--- src/source/buffer_cfg_pkg.sv ---
// Configuration of the elastic buffer.
// Holds the chaos LFSR polynomial and seed and the default FIFO depth.
// The top level takes its depth default from here.

package buffer_cfg_pkg;

   //############################################################
   // chaos LFSR
   //############################################################

   localparam int lfsr_w = 16;

   // galois mask for x^16 + x^14 + x^13 + x^11 + 1 (maximal length)
   localparam logic [lfsr_w-1:0] lfsr_taps = 16'hb400;

   // any nonzero start value works
   localparam logic [lfsr_w-1:0] lfsr_seed = 16'hace1;

   //############################################################
   // FIFO
   //############################################################

   localparam int default_depth = 4;   // words, power of two

endpackage : buffer_cfg_pkg

--- src/source/stream_fmt_pkg.sv ---
// Data format of the byte stream and of the words stored in the FIFO.
// Import it wherever a byte or a word crosses a port.
// Four bytes make one word, and the first byte received sits in the low byte.

package stream_fmt_pkg;

   // one stream byte as seen on in_byte / out_byte
   localparam int byte_w = 8;

   // bytes gathered into one FIFO word
   localparam int bytes_per_word = 4;

   // FIFO word width
   localparam int word_w = byte_w * bytes_per_word;   // 32 bits

   // index of the last byte in a word
   // packer and unpacker use it to spot the word boundary
   localparam logic [1:0] last_byte = 2'(bytes_per_word - 1);

endpackage : stream_fmt_pkg
--- src/source/byte_buffer_top.sv ---
// Top level of the byte-stream elastic buffer.
// Bytes enter through the packer, travel as words through the FIFO and
// leave one at a time through the unpacker. DEPTH and CHAOS are set here
// and go down to the FIFO. chaos_mode turns the random full on at run time.

`timescale 1ns/1ps

module byte_buffer_top
   import stream_fmt_pkg::*;
   import buffer_cfg_pkg::*;
#(
   parameter int DEPTH = default_depth,   // FIFO words, power of two
   parameter int CHAOS = 1                // build the random-full lfsr
)
(
   input  logic              clk,
   input  logic              nreset,
   input  logic              chaos_mode,
   // byte input
   input  logic              in_valid,
   input  logic [byte_w-1:0] in_byte,
   output logic              in_full,
   // byte output
   output logic              out_valid,
   output logic [byte_w-1:0] out_byte,
   input  logic              out_take
);

   // packer to FIFO
   logic              wr_en;
   logic [word_w-1:0] wr_din;
   logic              wr_full;
   // FIFO to unpacker
   logic              rd_en;
   logic [word_w-1:0] rd_dout;
   logic              rd_empty;

   // input side
   byte_packer u_packer
   (
      .clk      (clk),
      .nreset   (nreset),
      .in_valid (in_valid),
      .in_byte  (in_byte),
      .in_full  (in_full),
      .wr_en    (wr_en),
      .wr_din   (wr_din),
      .wr_full  (wr_full)
   );

   // word storage
   sync_fifo #(
      .DEPTH (DEPTH),
      .CHAOS (CHAOS)
   ) u_fifo
   (
      .clk        (clk),
      .nreset     (nreset),
      .chaos_mode (chaos_mode),
      .wr_en      (wr_en),
      .wr_din     (wr_din),
      .wr_full    (wr_full),
      .rd_en      (rd_en),
      .rd_dout    (rd_dout),
      .rd_empty   (rd_empty)
   );

   // output side
   byte_unpacker u_unpacker
   (
      .clk       (clk),
      .nreset    (nreset),
      .rd_en     (rd_en),
      .rd_dout   (rd_dout),
      .rd_empty  (rd_empty),
      .out_valid (out_valid),
      .out_byte  (out_byte),
      .out_take  (out_take)
   );

endmodule : byte_buffer_top

--- src/source/byte_unpacker.sv ---
// Output side of the buffer.
// Loads one word from the FIFO head into a holding register when the
// register is empty, then shows its bytes in order starting with byte 0.
// Each out_take moves to the next byte. The take on the last byte
// empties the register.

`timescale 1ns/1ps

module byte_unpacker
   import stream_fmt_pkg::*;
(
   input  logic              clk,
   input  logic              nreset,
   // FIFO read port
   output logic              rd_en,
   input  logic [word_w-1:0] rd_dout,    // head word
   input  logic              rd_empty,
   // byte consumer
   output logic              out_valid,  // level
   output logic [byte_w-1:0] out_byte,
   input  logic              out_take    // one-cycle pulse
);

   logic              held;        // holding register has a word
   logic [1:0]        idx;         // byte shown on out_byte
   logic [word_w-1:0] hold_word;
   logic              take;        // byte handed out this cycle

   //############################################################
   // load and take
   //############################################################

   // no reload on the edge of the last take
   // a new word waits for the following edge
   assign rd_en = ~held & ~rd_empty;
   assign take  = out_take & held;   // stray takes do nothing

   always_ff @(posedge clk or negedge nreset)
   begin
      if (!nreset)
      begin
         held <= 1'b0;
         idx  <= 2'd0;
      end
      else if (rd_en)
      begin
         held <= 1'b1;
         idx  <= 2'd0;            // start at the first byte received
      end
      else if (take)
      begin
         idx <= idx + 2'd1;
         if (idx == last_byte)
            held <= 1'b0;         // word used up
      end
   end

   // payload only, follows the load
   always_ff @(posedge clk)
   begin
      if (rd_en)
         hold_word <= rd_dout;
   end

   //############################################################
   // byte select
   //############################################################

   assign out_valid = held;
   assign out_byte  = hold_word[idx*byte_w +: byte_w];   // low byte first

endmodule : byte_unpacker

--- src/source/byte_packer.sv ---
// Input side of the buffer.
// Gathers accepted bytes into a word, low byte first, and pushes each full
// word into the FIFO. A finished word waits as pending until the FIFO
// takes it. in_full goes high while it waits on a full FIFO.

`timescale 1ns/1ps

module byte_packer
   import stream_fmt_pkg::*;
(
   input  logic              clk,
   input  logic              nreset,
   // byte source
   input  logic              in_valid,   // one-cycle strobe per byte
   input  logic [byte_w-1:0] in_byte,
   output logic              in_full,    // bytes are dropped while high
   // FIFO write port
   output logic              wr_en,
   output logic [word_w-1:0] wr_din,
   input  logic              wr_full
);

   logic [1:0]        cnt;         // bytes held so far
   logic              pending;     // complete word waiting for the FIFO
   logic [word_w-1:0] asm_word;    // assembly register
   logic              accept;      // byte taken this cycle
   logic              push;        // pending word written this cycle

   //############################################################
   // handshake terms
   //############################################################

   assign in_full = pending & wr_full;
   assign accept  = in_valid & ~in_full;
   assign push    = pending & ~wr_full;   // packer is free again on this edge

   assign wr_en  = pending;
   assign wr_din = asm_word;

   //############################################################
   // control
   //############################################################

   always_ff @(posedge clk or negedge nreset)
   begin
      if (!nreset)
      begin
         cnt     <= 2'd0;
         pending <= 1'b0;
      end
      else
      begin
         if (accept)
            cnt <= cnt + 2'd1;   // wraps to zero after the last byte

         // the two cases never meet, cnt is zero while pending
         if (accept && (cnt == last_byte))
            pending <= 1'b1;
         else if (push)
            pending <= 1'b0;
      end
   end

   // new bytes enter at the top and move down
   // after four bytes the first one sits in the low byte
   // a byte taken during a push lands after the old word is written
   always_ff @(posedge clk)
   begin
      if (accept)
         asm_word <= {in_byte, asm_word[word_w-1:byte_w]};
   end

endmodule : byte_packer

--- src/source/sync_fifo.sv ---
// Single-clock word FIFO between the packer and the unpacker.
// Pointers carry one extra bit to tell full from empty. The head word is
// shown on rd_dout without a register. With CHAOS set and chaos_mode high
// wr_full is also raised at pseudo-random times, which blocks writes only.

`timescale 1ns/1ps

module sync_fifo
   import stream_fmt_pkg::*;
   import buffer_cfg_pkg::*;
#(
   parameter int DEPTH = default_depth,   // words, power of two
   parameter int CHAOS = 1                // 1 builds the lfsr
)
(
   input  logic              clk,
   input  logic              nreset,
   input  logic              chaos_mode,   // level, enables fake full
   // write side
   input  logic              wr_en,
   input  logic [word_w-1:0] wr_din,
   output logic              wr_full,
   // read side
   input  logic              rd_en,
   output logic [word_w-1:0] rd_dout,      // head word, combinational
   output logic              rd_empty
);

   localparam int addr_w = $clog2(DEPTH);

   logic [addr_w:0]   wr_ptr;      // msb is the wrap bit
   logic [addr_w:0]   rd_ptr;
   logic              true_full;
   logic              chaos_bit;
   logic              do_write;    // accepted write this cycle
   logic              do_read;     // accepted pop this cycle
   logic [word_w-1:0] mem [DEPTH];

   //############################################################
   // random full
   //############################################################

   generate
      if (CHAOS == 1)
      begin : g_chaos
         chaos_lfsr u_lfsr
         (
            .clk       (clk),
            .nreset    (nreset),
            .chaos_bit (chaos_bit)
         );
      end
      else
      begin : g_no_chaos
         assign chaos_bit = 1'b0;   // no lfsr built
      end
   endgenerate

   //############################################################
   // status
   //############################################################

   // same address, different wrap bit
   assign true_full = (wr_ptr == {~rd_ptr[addr_w], rd_ptr[addr_w-1:0]});
   assign rd_empty  = (wr_ptr == rd_ptr);
   assign wr_full   = true_full | (chaos_mode & chaos_bit);

   assign do_write = wr_en & ~wr_full;
   assign do_read  = rd_en & ~rd_empty;   // fake full never stalls reads

   //############################################################
   // pointers and storage
   //############################################################

   // each pointer moves on its own
   always_ff @(posedge clk or negedge nreset)
   begin
      if (!nreset)
      begin
         wr_ptr <= '0;
         rd_ptr <= '0;
      end
      else
      begin
         if (do_write)
            wr_ptr <= wr_ptr + 1'b1;
         if (do_read)
            rd_ptr <= rd_ptr + 1'b1;
      end
   end

   always_ff @(posedge clk)
   begin
      if (do_write)
         mem[wr_ptr[addr_w-1:0]] <= wr_din;
   end

   assign rd_dout = mem[rd_ptr[addr_w-1:0]];   // visible one edge after write

endmodule : sync_fifo

--- src/source/chaos_lfsr.sv ---
// Pseudo-random source for the FIFO chaos mode.
// A free-running Galois LFSR. Its low bit serves as a fake full request,
// true about half the time in an irregular pattern.

`timescale 1ns/1ps

module chaos_lfsr
   import buffer_cfg_pkg::*;
(
   input  logic clk,
   input  logic nreset,
   output logic chaos_bit   // fake full request
);

   logic [lfsr_w-1:0] lfsr;       // state, never all zero
   logic [lfsr_w-1:0] lfsr_nxt;

   // shift right and fold the taps back in when a one drops out
   always_comb
   begin
      lfsr_nxt = lfsr >> 1;
      if (lfsr[0])
      begin
         lfsr_nxt = lfsr_nxt ^ lfsr_taps;
      end
   end

   // advances every cycle, no enable
   always_ff @(posedge clk or negedge nreset)
   begin
      if (!nreset)
      begin
         lfsr <= lfsr_seed;
      end
      else
      begin
         lfsr <= lfsr_nxt;
      end
   end

   assign chaos_bit = lfsr[0];   // low bit is the output

endmodule : chaos_lfsr

--- config.mk ---
export PLATFORM = sky130hd
export DESIGN_NAME = byte_buffer_top
export DESIGN_NICKNAME = d
export VERILOG_FILES = /design/src/source/buffer_cfg_pkg.sv /design/src/source/stream_fmt_pkg.sv /design/src/source/byte_buffer_top.sv /design/src/source/byte_unpacker.sv /design/src/source/byte_packer.sv /design/src/source/sync_fifo.sv /design/src/source/chaos_lfsr.sv
export SDC_FILE = /design/constraint.sdc
export NUM_CORES = 1
export LEC_CHECK = 0
export BUFFER_PORTS_ARGS = -buffer_cell sky130_fd_sc_hd__buf_4
export CORE_UTILIZATION = 55
export CTS_CLUSTER_SIZE = 28
export DETAILED_ROUTE_END_ITERATION = 8
export PLACE_DENSITY = 0.84
export SLEW_MARGIN = 20
export SYNTH_ARGS = -nofsm -noshare
export SYNTH_HDL_FRONTEND = slang
export SYNTH_SLANG_ARGS = --single-unit
--- constraint.sdc ---
create_clock -name clk -period 3.3 [get_ports clk]
set_input_delay 0.495 -clock clk [delete_from_list [all_inputs] [get_ports clk]]
set_output_delay 0.495 -clock clk [all_outputs]
set_load 0.005 [all_outputs]
==> metrics.txt, run 1 <==
status=finished clean; htree depth=1; Synth area leader=edfxtp_1; dpl ws=about 1.0 ns; Peak VDD IR=~0.43 mV; IO Port Bufs=22; CP Class=reg -> out; I/O Pins=23; routed wire length per instance=approximately 22 µm; CP Capture Type=primary output; root buf cell=clkbuf_16; top-area cell type share of the netlist area=approximately 73%; relative slew slack=about 43%; initial antenna violation count=0; post-DR vias/cell=5.71; crit path DAT=around 2.1 ns; initial DRC count=approximately 290; final setup fails=0; fraction of layout cells with a size suffix above 1=roughly a third; DR vias=3233; Site Rows=between 40 and 50; CP startpoint kind=flip-flop; slowest cell delay on critical path=roughly 0.8 ns; number of synthesized flops with an enable pin=about 190; CTS tree=done; FMAX=388 MHz; clk_lat worst skew=0.49 ns; Tightest Pin Transition=between 0.8 and 0.9 ns; Mean Syn Cell Area=approximately 24 µm²; Synth Instances=~330; ys async rst share=12.7%; number of max-cap violations=0; Die Height=about 120 µm; fillers=848; register area=~6500 µm²; GPL Wtd Cong=0.742; fin worst setup slack=between 0.7 and 0.8 ns; Leak Pwr=between 3 and 4 nW; sequential share of the synthesized area=81.8%; core area=approximately 14000 µm²; Synth warnings=0; hold crit path type=in -> reg; Tcrit/Tclk final=roughly four fifths; Tot Pwr=roughly 7.8 mW; Top FF cell, synth=edfxtp_1; vias in the first global route=~3400; first-pass GRT wire length=19.5 mm; PwrDens=857 nW/µm²; DRT antenna net count=0; Post-CTS Hold Buffers=1; post-CTS resize count=0; total gr overflow=0; worst path required time=2.80 ns; Setup TNS=0 ns; drt drc=0; area of the multi-input gates=between 1000 and 1500 µm²; Final Critical Period=~2.6 ns; ranking of synthesized cells by area=edfxtp_1, mux4_2, dfrtp_1; largest net degree at the start of global routing=35; CP max-delay cell=dfrtp_1; setup bufs post-CTS=0; hpwl dp=about 6.4 mm; clock skew=0.00975 ns; Final Core Density=about two thirds; GR Util All Layers=between 10% and 20%; syn_nets=348; RSZ-0062 raised after global routing=false; synthesized area=7920 µm²; Max FO, Critical Path=11; DP Area=approximately 8300 µm²; Clk pin slew, worst setup/hold paths=roughly 0.060 ns; WL final=12.7 mm; fin area=~9000 µm²; clock tree buffer depth=3; post-synth cell types=37; #FFs+latches synth=220; Sink Count=220; Final Max Tran Viols=0; Final nets=roughly 390; area delta synth->final=14.6%; die width=between 100 and 150 µm; initial core utilization=between 50% and 60%; final hold violations=0; critical path, cell by cell=mux4_2 -> buf_4; CTS Buf Count=22; die area=between 10000 and 15000 µm²; Antenna diodes=0; Pre-antenna DRT Iters=4
-- flip-flops by register name, indices dropped and copies added (netlist names), 2 cells and up --
signal                      count
u_packer.wr_din                32
u_packer.cnt                    2
u_unpacker.hold_word           32
u_fifo.wr_ptr                   3
u_unpacker.idx                  2
u_fifo.rd_ptr                   3
u_fifo.g_chaos.u_lfsr.lfsr     16
u_fifo.mem                    128
-- area by class of cell --
cell class / count / share of cell area (%)
clock buffer: 28 / 6.98
clock inverter: 10 / 1.05
inverter: 2 / 0.0828
multi-input combinational: 95 / 15.4
sequential: 220 / 71.4
tap: 180 / 2.48
timing repair buffer: 31 / 2.59
-- cells in the mapped netlist (2+ instances only) --
library cell	n
buf_4	2
o21ai_0	3
inv_1	2
nand3_1	2
nand2b_1	2
dfrtp_1	20
and2_1	4
xor2_1	6
edfxtp_1	192
nand2_1	6
buf_2	4
ha_1	7
xnor2_1	2
clkbuf_1	4
xor2_4	2
dfstp_2	8
nor2_1	2
a31oi_1	2
mux4_2	40
-- layer usage --
layer | vias to the layer above | global-route usage, % | share of wire, %
met5 | - | 0 | 0
met4 | 0 | 7.72 | 2.2
met3 | 24 | 3.42 | 4.3
met2 | 86 | 29.8 | 52
met1 | 1694 | 24.8 | 42
li1 | 1429 | - | -
-- kinds of logic (layout without fill, tap and decap cells) --
group                      count (synthesis)  after routing  synth area share [%]
adders and majority gates                  7              7                  1.11
DFF                                      220            220                  81.8
buffers and inverters                     13             71                 0.774
muxes                                     42             42                  11.7
and+or+nand+nor                           21             21                  1.55
xor gates and xnor gates                  10             10                  1.58
AOI/OAI and AO/OA                         15             15                  1.47
-- report_power, final --
group          internal [mW]  switching (mW)  total (mW)
Combinational          0.756           0.773        1.53
Clock                   1.50           0.961        2.47
Sequential              3.51           0.270        3.78
-- final timing paths --
check	startpoint	to	slack, ns	cells past startpoint
min in group asynchronous	nreset	u_fifo.wr_ptr[0]	0.46	2
setup reg to reg	u_fifo.wr_ptr[1]	u_unpacker.hold_word[4]	1.01	4
max in group asynchronous	nreset	u_fifo.g_chaos.u_lfsr.lfsr[0]	2.53	2
hold / removal	in_byte[7]	u_packer.wr_din[31]	0.17	1
hold reg to reg	u_fifo.g_chaos.u_lfsr.lfsr[1]	u_fifo.g_chaos.u_lfsr.lfsr[0]	0.35	0
setup / recovery	u_unpacker.idx[0]	out_byte[3]	0.73	2
-- worst max-delay path: cells and delay by family (launching register included) --
kind	cells	cell delay (ns)
flops	1	0.80
buf+inv	1	0.16
mux	1	0.62
-- cell usage in the layout, fill, tap and decap left out, types with 2 or more instances in the layout --
cell,count
edfxtp_1,192
mux4_2,40
buf_4,30
clkbuf_16,24
dfrtp_1,19
dfstp_2,8
ha_1,7
xor2_1,6
nand2_1,6
and2_1,4
clkinv_2,4
clkinv_1,4
o21ai_0,3
inv_1,2
xnor2_1,2
xor2_4,2
nor2_2,2
nand3_1,2
nand2b_1,2
a31oi_1,2
bufinv_16,2
clkbuf_4,2
-- through the flow --
stage,cells,hold slack [ns]
floorplan,328,0.199
global placement,527,0.342
detailed placement,527,0.341
CTS,566,0.161
global route,566,0.157
finish,566,0.174
No activity file was read; power rests on OpenSTA's default activity.
==> run 2: changes to the inputs <==
Settings changed: PLACE_DENSITY 0.84 to 0.87.
Clock period 3.3 ns to 2.1 ns, I/O delays scaled along.
==> metrics.txt, run 2 (synthesized netlist as in run 1, its figures left out) <==
core area=about 14000 µm²; die width=122 µm; Leak Pwr=around 3.2 nW; DRT antenna net count=0; GR Util All Layers=between 15 and 20%; commonest non-fill, non-tap cells in the layout=edfxtp_1, mux4_2, buf_4; initial core utilization=56.8%; PwrDens=between 1000 and 1500 nW/µm²; Largest register FFs=~130; die area=14900 µm²; initial DRC count=between 200 and 300; Placed Instances=about 540; clock skew=approximately 0.009 ns; status=finished, violations left; Final Max Tran Viols=0; I/O Pins=23; Tightest Pin Transition=between 0.6 and 0.7 ns; routed wire length per instance=around 22 µm; post-DR vias/cell=5.67; CTS tree=done; failing checks=setup timing; CP Class=reg -> out; total gr overflow=0; Setup TNS=-0.0457 ns; final hold violations=0; Clk pin slew, worst setup/hold paths=~0.060 ns; relative slew slack=a little under three fifths; clk_lat worst skew=0.49 ns; post-route insts no fill=592; Worst Min Path Start=out_take; clock tree buffer depth=3; initial antenna violation count=0; RSZ-0062 raised after global routing=true; CP startpoint kind=flip-flop; WL final=~13 mm; FF-to-FF Start=u_fifo.rd_ptr[0]; Tcrit/Tclk final=102%; IO Port Bufs=22; R2R Setup Slk=0.20 ns; FMAX=around 470 MHz; hpwl dp=a little under 7 mm; GPL Wtd Cong=between 0.7 and 0.8; largest net degree at the start of global routing=35; CTS Buf Count=22; hold crit path type=in -> reg; number of max-cap violations=0; crit path DAT=around 1.8 ns; crit path from=u_fifo.wr_ptr[1]; DR vias=3358; Max FO, Critical Path=4; Site Rows=43; Final Critical Period=roughly 2.1 ns; vias in the first global route=~3700; root buf cell=clkbuf_16; area delta synth->final=18.3%; worst path required time=roughly 1.8 ns; Tot Pwr=between 10 and 15 mW; first-pass GRT wire length=between 20 and 25 mm; Pre-antenna DRT Iters=4; final setup fails=1; Final nets=between 400 and 500; fin worst setup slack=-0.0457 ns; drt drc=0; Die Height=roughly 120 µm; Peak VDD IR=between 0.6 and 0.7 mV; most common cell after layout, fill and taps aside=edfxtp_1; htree depth=1; Antenna diodes=0; CP Capture Type=primary output; Sink Count=220; worst hold slack=0.0561 ns; fraction of layout cells with a size suffix above 1=35.9%
[run 2: path summary, 6_finish.rpt]
path / endpoint / depth (start not counted)
min in group asynchronous: u_packer.cnt[0] / 2
min reg2reg: u_fifo.g_chaos.u_lfsr.lfsr[2] / 0
max reg2reg: u_unpacker.hold_word[19] / 2
max in group asynchronous: u_fifo.g_chaos.u_lfsr.lfsr[0] / 2
max: in_full / 5
min: u_unpacker.out_valid / 2
[run 2: worst max-delay path, cell delays in order (launching register included)]
cell,delay (ns)
dfrtp_2,0.44
xor2_4,0.20
buf_6,0.14
o31ai_4,0.28
and2_4,0.19
buf_6,0.09
[run 2: final cells by class]
cell class                      instances  area [µm²]
Clock buffer                           25         583
Clock inverter                         15         121
Fill cell                             817        4570
Inverter                                2        7.51
Multi-Input combinational cell         95        1430
Sequential cell                       220        6480
Tap cell                              180         225
Timing Repair Buffer                   55         518
[run 2: stage by stage]
step                      instance area (µm²)  utilization [%]  worst slack, ns
after floorplan                          7940                -          0.00853
after global placement                   8440             60.6           0.0340
after detailed placement                 8440             60.6        -0.000435
after CTS                                9320             66.9          -0.0894
after global routing                     9370             67.2          -0.0841
final                                    9370             67.2          -0.0457
[run 2: repair_timing]
item                       CTS  global route
setup endpoints to repair  102            98
hold endpoints to repair    28             0
gates cloned                 0             1
hold buffers                 9             0
buffers inserted             5             2
resized for setup           12             6
pin swaps                    4             3
[run 2: per-layer routing]
metal  vias up  global-route usage, %  part of all wire, %
li1       1484                      -                    -
met1      1744                   26.5                   41
met2       109                   31.4                   51
met3        21                   3.04                  6.4
met4         0                   7.48                  2.0
met5         -                      0                    0
[run 2: report_power, final]
part	leakage, nW	internal, mW	total, mW	switching, mW
clock	0.346	2.23	3.77	1.54
sequential	2.09	5.53	5.88	0.358
combinational	0.780	1.60	3.05	1.44
==> run 3: changes to the inputs <==
Settings changed: CELL_PAD_IN_SITES_DETAIL_PLACEMENT set to 1, CELL_PAD_IN_SITES_GLOBAL_PLACEMENT set to 1, PLACE_DENSITY 0.87 to 0.9.
Clock period 2.1 ns to 2.8 ns, I/O delays scaled along.
==> metrics.txt, run 3 (synthesized netlist as in run 1, its figures left out) <==
status=finished clean; hold crit path type=in -> reg; Crit. path cell count=4; Setup TNS=0 ns; end point of the critical path=in_full; PwrDens=~1000 nW/µm²; worst path required time=~2.4 ns; worst reg2reg path depth=5; FF-to-FF Start=u_fifo.rd_ptr[2]; crit path DAT=approximately 2.1 ns; die area=between 10000 and 15000 µm²; FMAX=about 400 MHz; top cell family by delay on the critical path=XOR/XNOR gates; total gr overflow=0; clk_lat worst skew=around 0.50 ns; crit path from=u_fifo.rd_ptr[2]; Peak VDD IR=around 0.58 mV; CTS tree=done; initial antenna violation count=0; Buf/Inv on CP=1; fillers=between 1000 and 1500; fraction of layout cells with a size suffix above 1=a little under a third; Max FO, Critical Path=5; hpwl dp=around 7.6 mm; Die Height=roughly 120 µm; GPL Wtd Cong=between 0.7 and 0.8; CTS Buf Count=22; die width=122 µm; RSZ-0062 raised after global routing=false; final setup fails=0; post-DR vias/cell=approximately 5.7; most common cell after layout, fill and taps aside=edfxtp_1; first-pass GRT wire length=21.3 mm; largest net degree at the start of global routing=35; DRT antenna net count=0; critical path, cell by cell=xnor2_1 -> o31ai_2 -> and2_1 -> buf_4; DR vias=between 3000 and 4000; Final Critical Period=2.52 ns; CP startpoint kind=flip-flop; Tightest Pin Transition=approximately 0.69 ns; clock tree buffer depth=3; IO Port Bufs=22; CP max-delay cell=xnor2_1; area delta synth->final=14.9%; Largest register FFs=~130; initial DRC count=about 220; Site Rows=43; Sink Count=220; Clk pin slew, worst setup/hold paths=roughly 0.060 ns; relative slew slack=between 50% and 60%; GR Util All Layers=20.0%; vias in the first global route=~3600; initial core utilization=between 50% and 60%; CP Class=reg -> out; r2r endpoint=u_fifo.mem[2][13]; CP Capture Type=primary output; htree depth=1; R2R Setup Slk=around 0.45 ns; number of max-cap violations=0; commonest non-fill, non-tap cells in the layout=edfxtp_1, mux4_2, buf_4; register area=6480 µm²; slowest cell delay on critical path=between 0.5 and 0.6 ns; core area=between 10000 and 15000 µm²; area of the multi-input gates=between 1000 and 1500 µm²; routed wire length per instance=between 20 and 25 µm; Leak Pwr=between 3 and 4 nW; Tcrit/Tclk final=90.0%; final hold violations=0; WL final=13.7 mm; Final nets=between 300 and 400; root buf cell=clkbuf_16; Pre-antenna DRT Iters=4; worst hold slack=about 0.10 ns; I/O Pins=23; Antenna diodes=0; clock skew=0.0129 ns; Final Max Tran Viols=0; drt drc=0
-- run 3: stage by stage --
stage	util, %	total power, mW	setup WS (ns)	cells	cell area (µm²)
2_1_floorplan	-	5.74	0.0745	328	7920
3_3_place_gp	59.9	6.27	0.643	528	8350
3_5_place_dp	59.9	6.41	0.496	528	8350
4_1_cts	65.3	9.41	0.256	568	9090
5_1_grt	65.3	9.66	0.176	568	9090
6_report	65.3	9.30	0.279	568	9090
-- run 3: layout make-up --
cell class,count,share of cell area [%]
tap,180,2.48
clock inverter,8,1.39
sequential,220,71.2
clock buffer,31,6.66
inverter,2,0.0826
timing repair buffer,32,2.81
multi-input combinational,95,15.4
-- run 3: where the power goes --
group	switching (mW)	leakage, nW	internal (mW)
clock network	1.18	0.344	1.79
logic	0.982	0.638	0.917
registers	0.289	2.10	4.14
-- run 3: how the worst min path moves through the flow --
| stage | from | to | slack, ns | depth (start not counted) |
|---|---|---|---|---|
| 2_1_floorplan | nreset | u_fifo.g_chaos.u_lfsr.lfsr[12] | 0.12 | 0 |
| 3_3_place_gp | nreset | u_packer.cnt[0] | 0.34 | 1 |
| 3_5_place_dp | u_fifo.g_chaos.u_lfsr.lfsr[12] | u_fifo.g_chaos.u_lfsr.lfsr[11] | 0.34 | 0 |
| 4_1_cts | in_byte[7] | u_packer.wr_din[31] | 0.08 | 1 |
| 5_1_grt | in_byte[6] | u_packer.wr_din[30] | 0.08 | 1 |
| 6_report | in_byte[6] | u_packer.wr_din[30] | 0.10 | 1 |
-- run 3: what timing repair did --
item                      4_1_cts  5_1_grt
buffers inserted                0        0
gates resized for setup         0        0
hold buffers                    1        0
hold endpoints to repair       20        0
-- run 3: routing by layer --
| metal | vias up | global-route usage, % | part of all wire [%] |
|---|---|---|---|
| li1 | 1432 | - | - |
| met4 | 0 | 6.25 | 1.7 |
| met5 | - | 0 | 0 |
| met1 | 1707 | 26.5 | 42 |
| met2 | 70 | 33.8 | 52 |
| met3 | 23 | 3.84 | 4.0 |
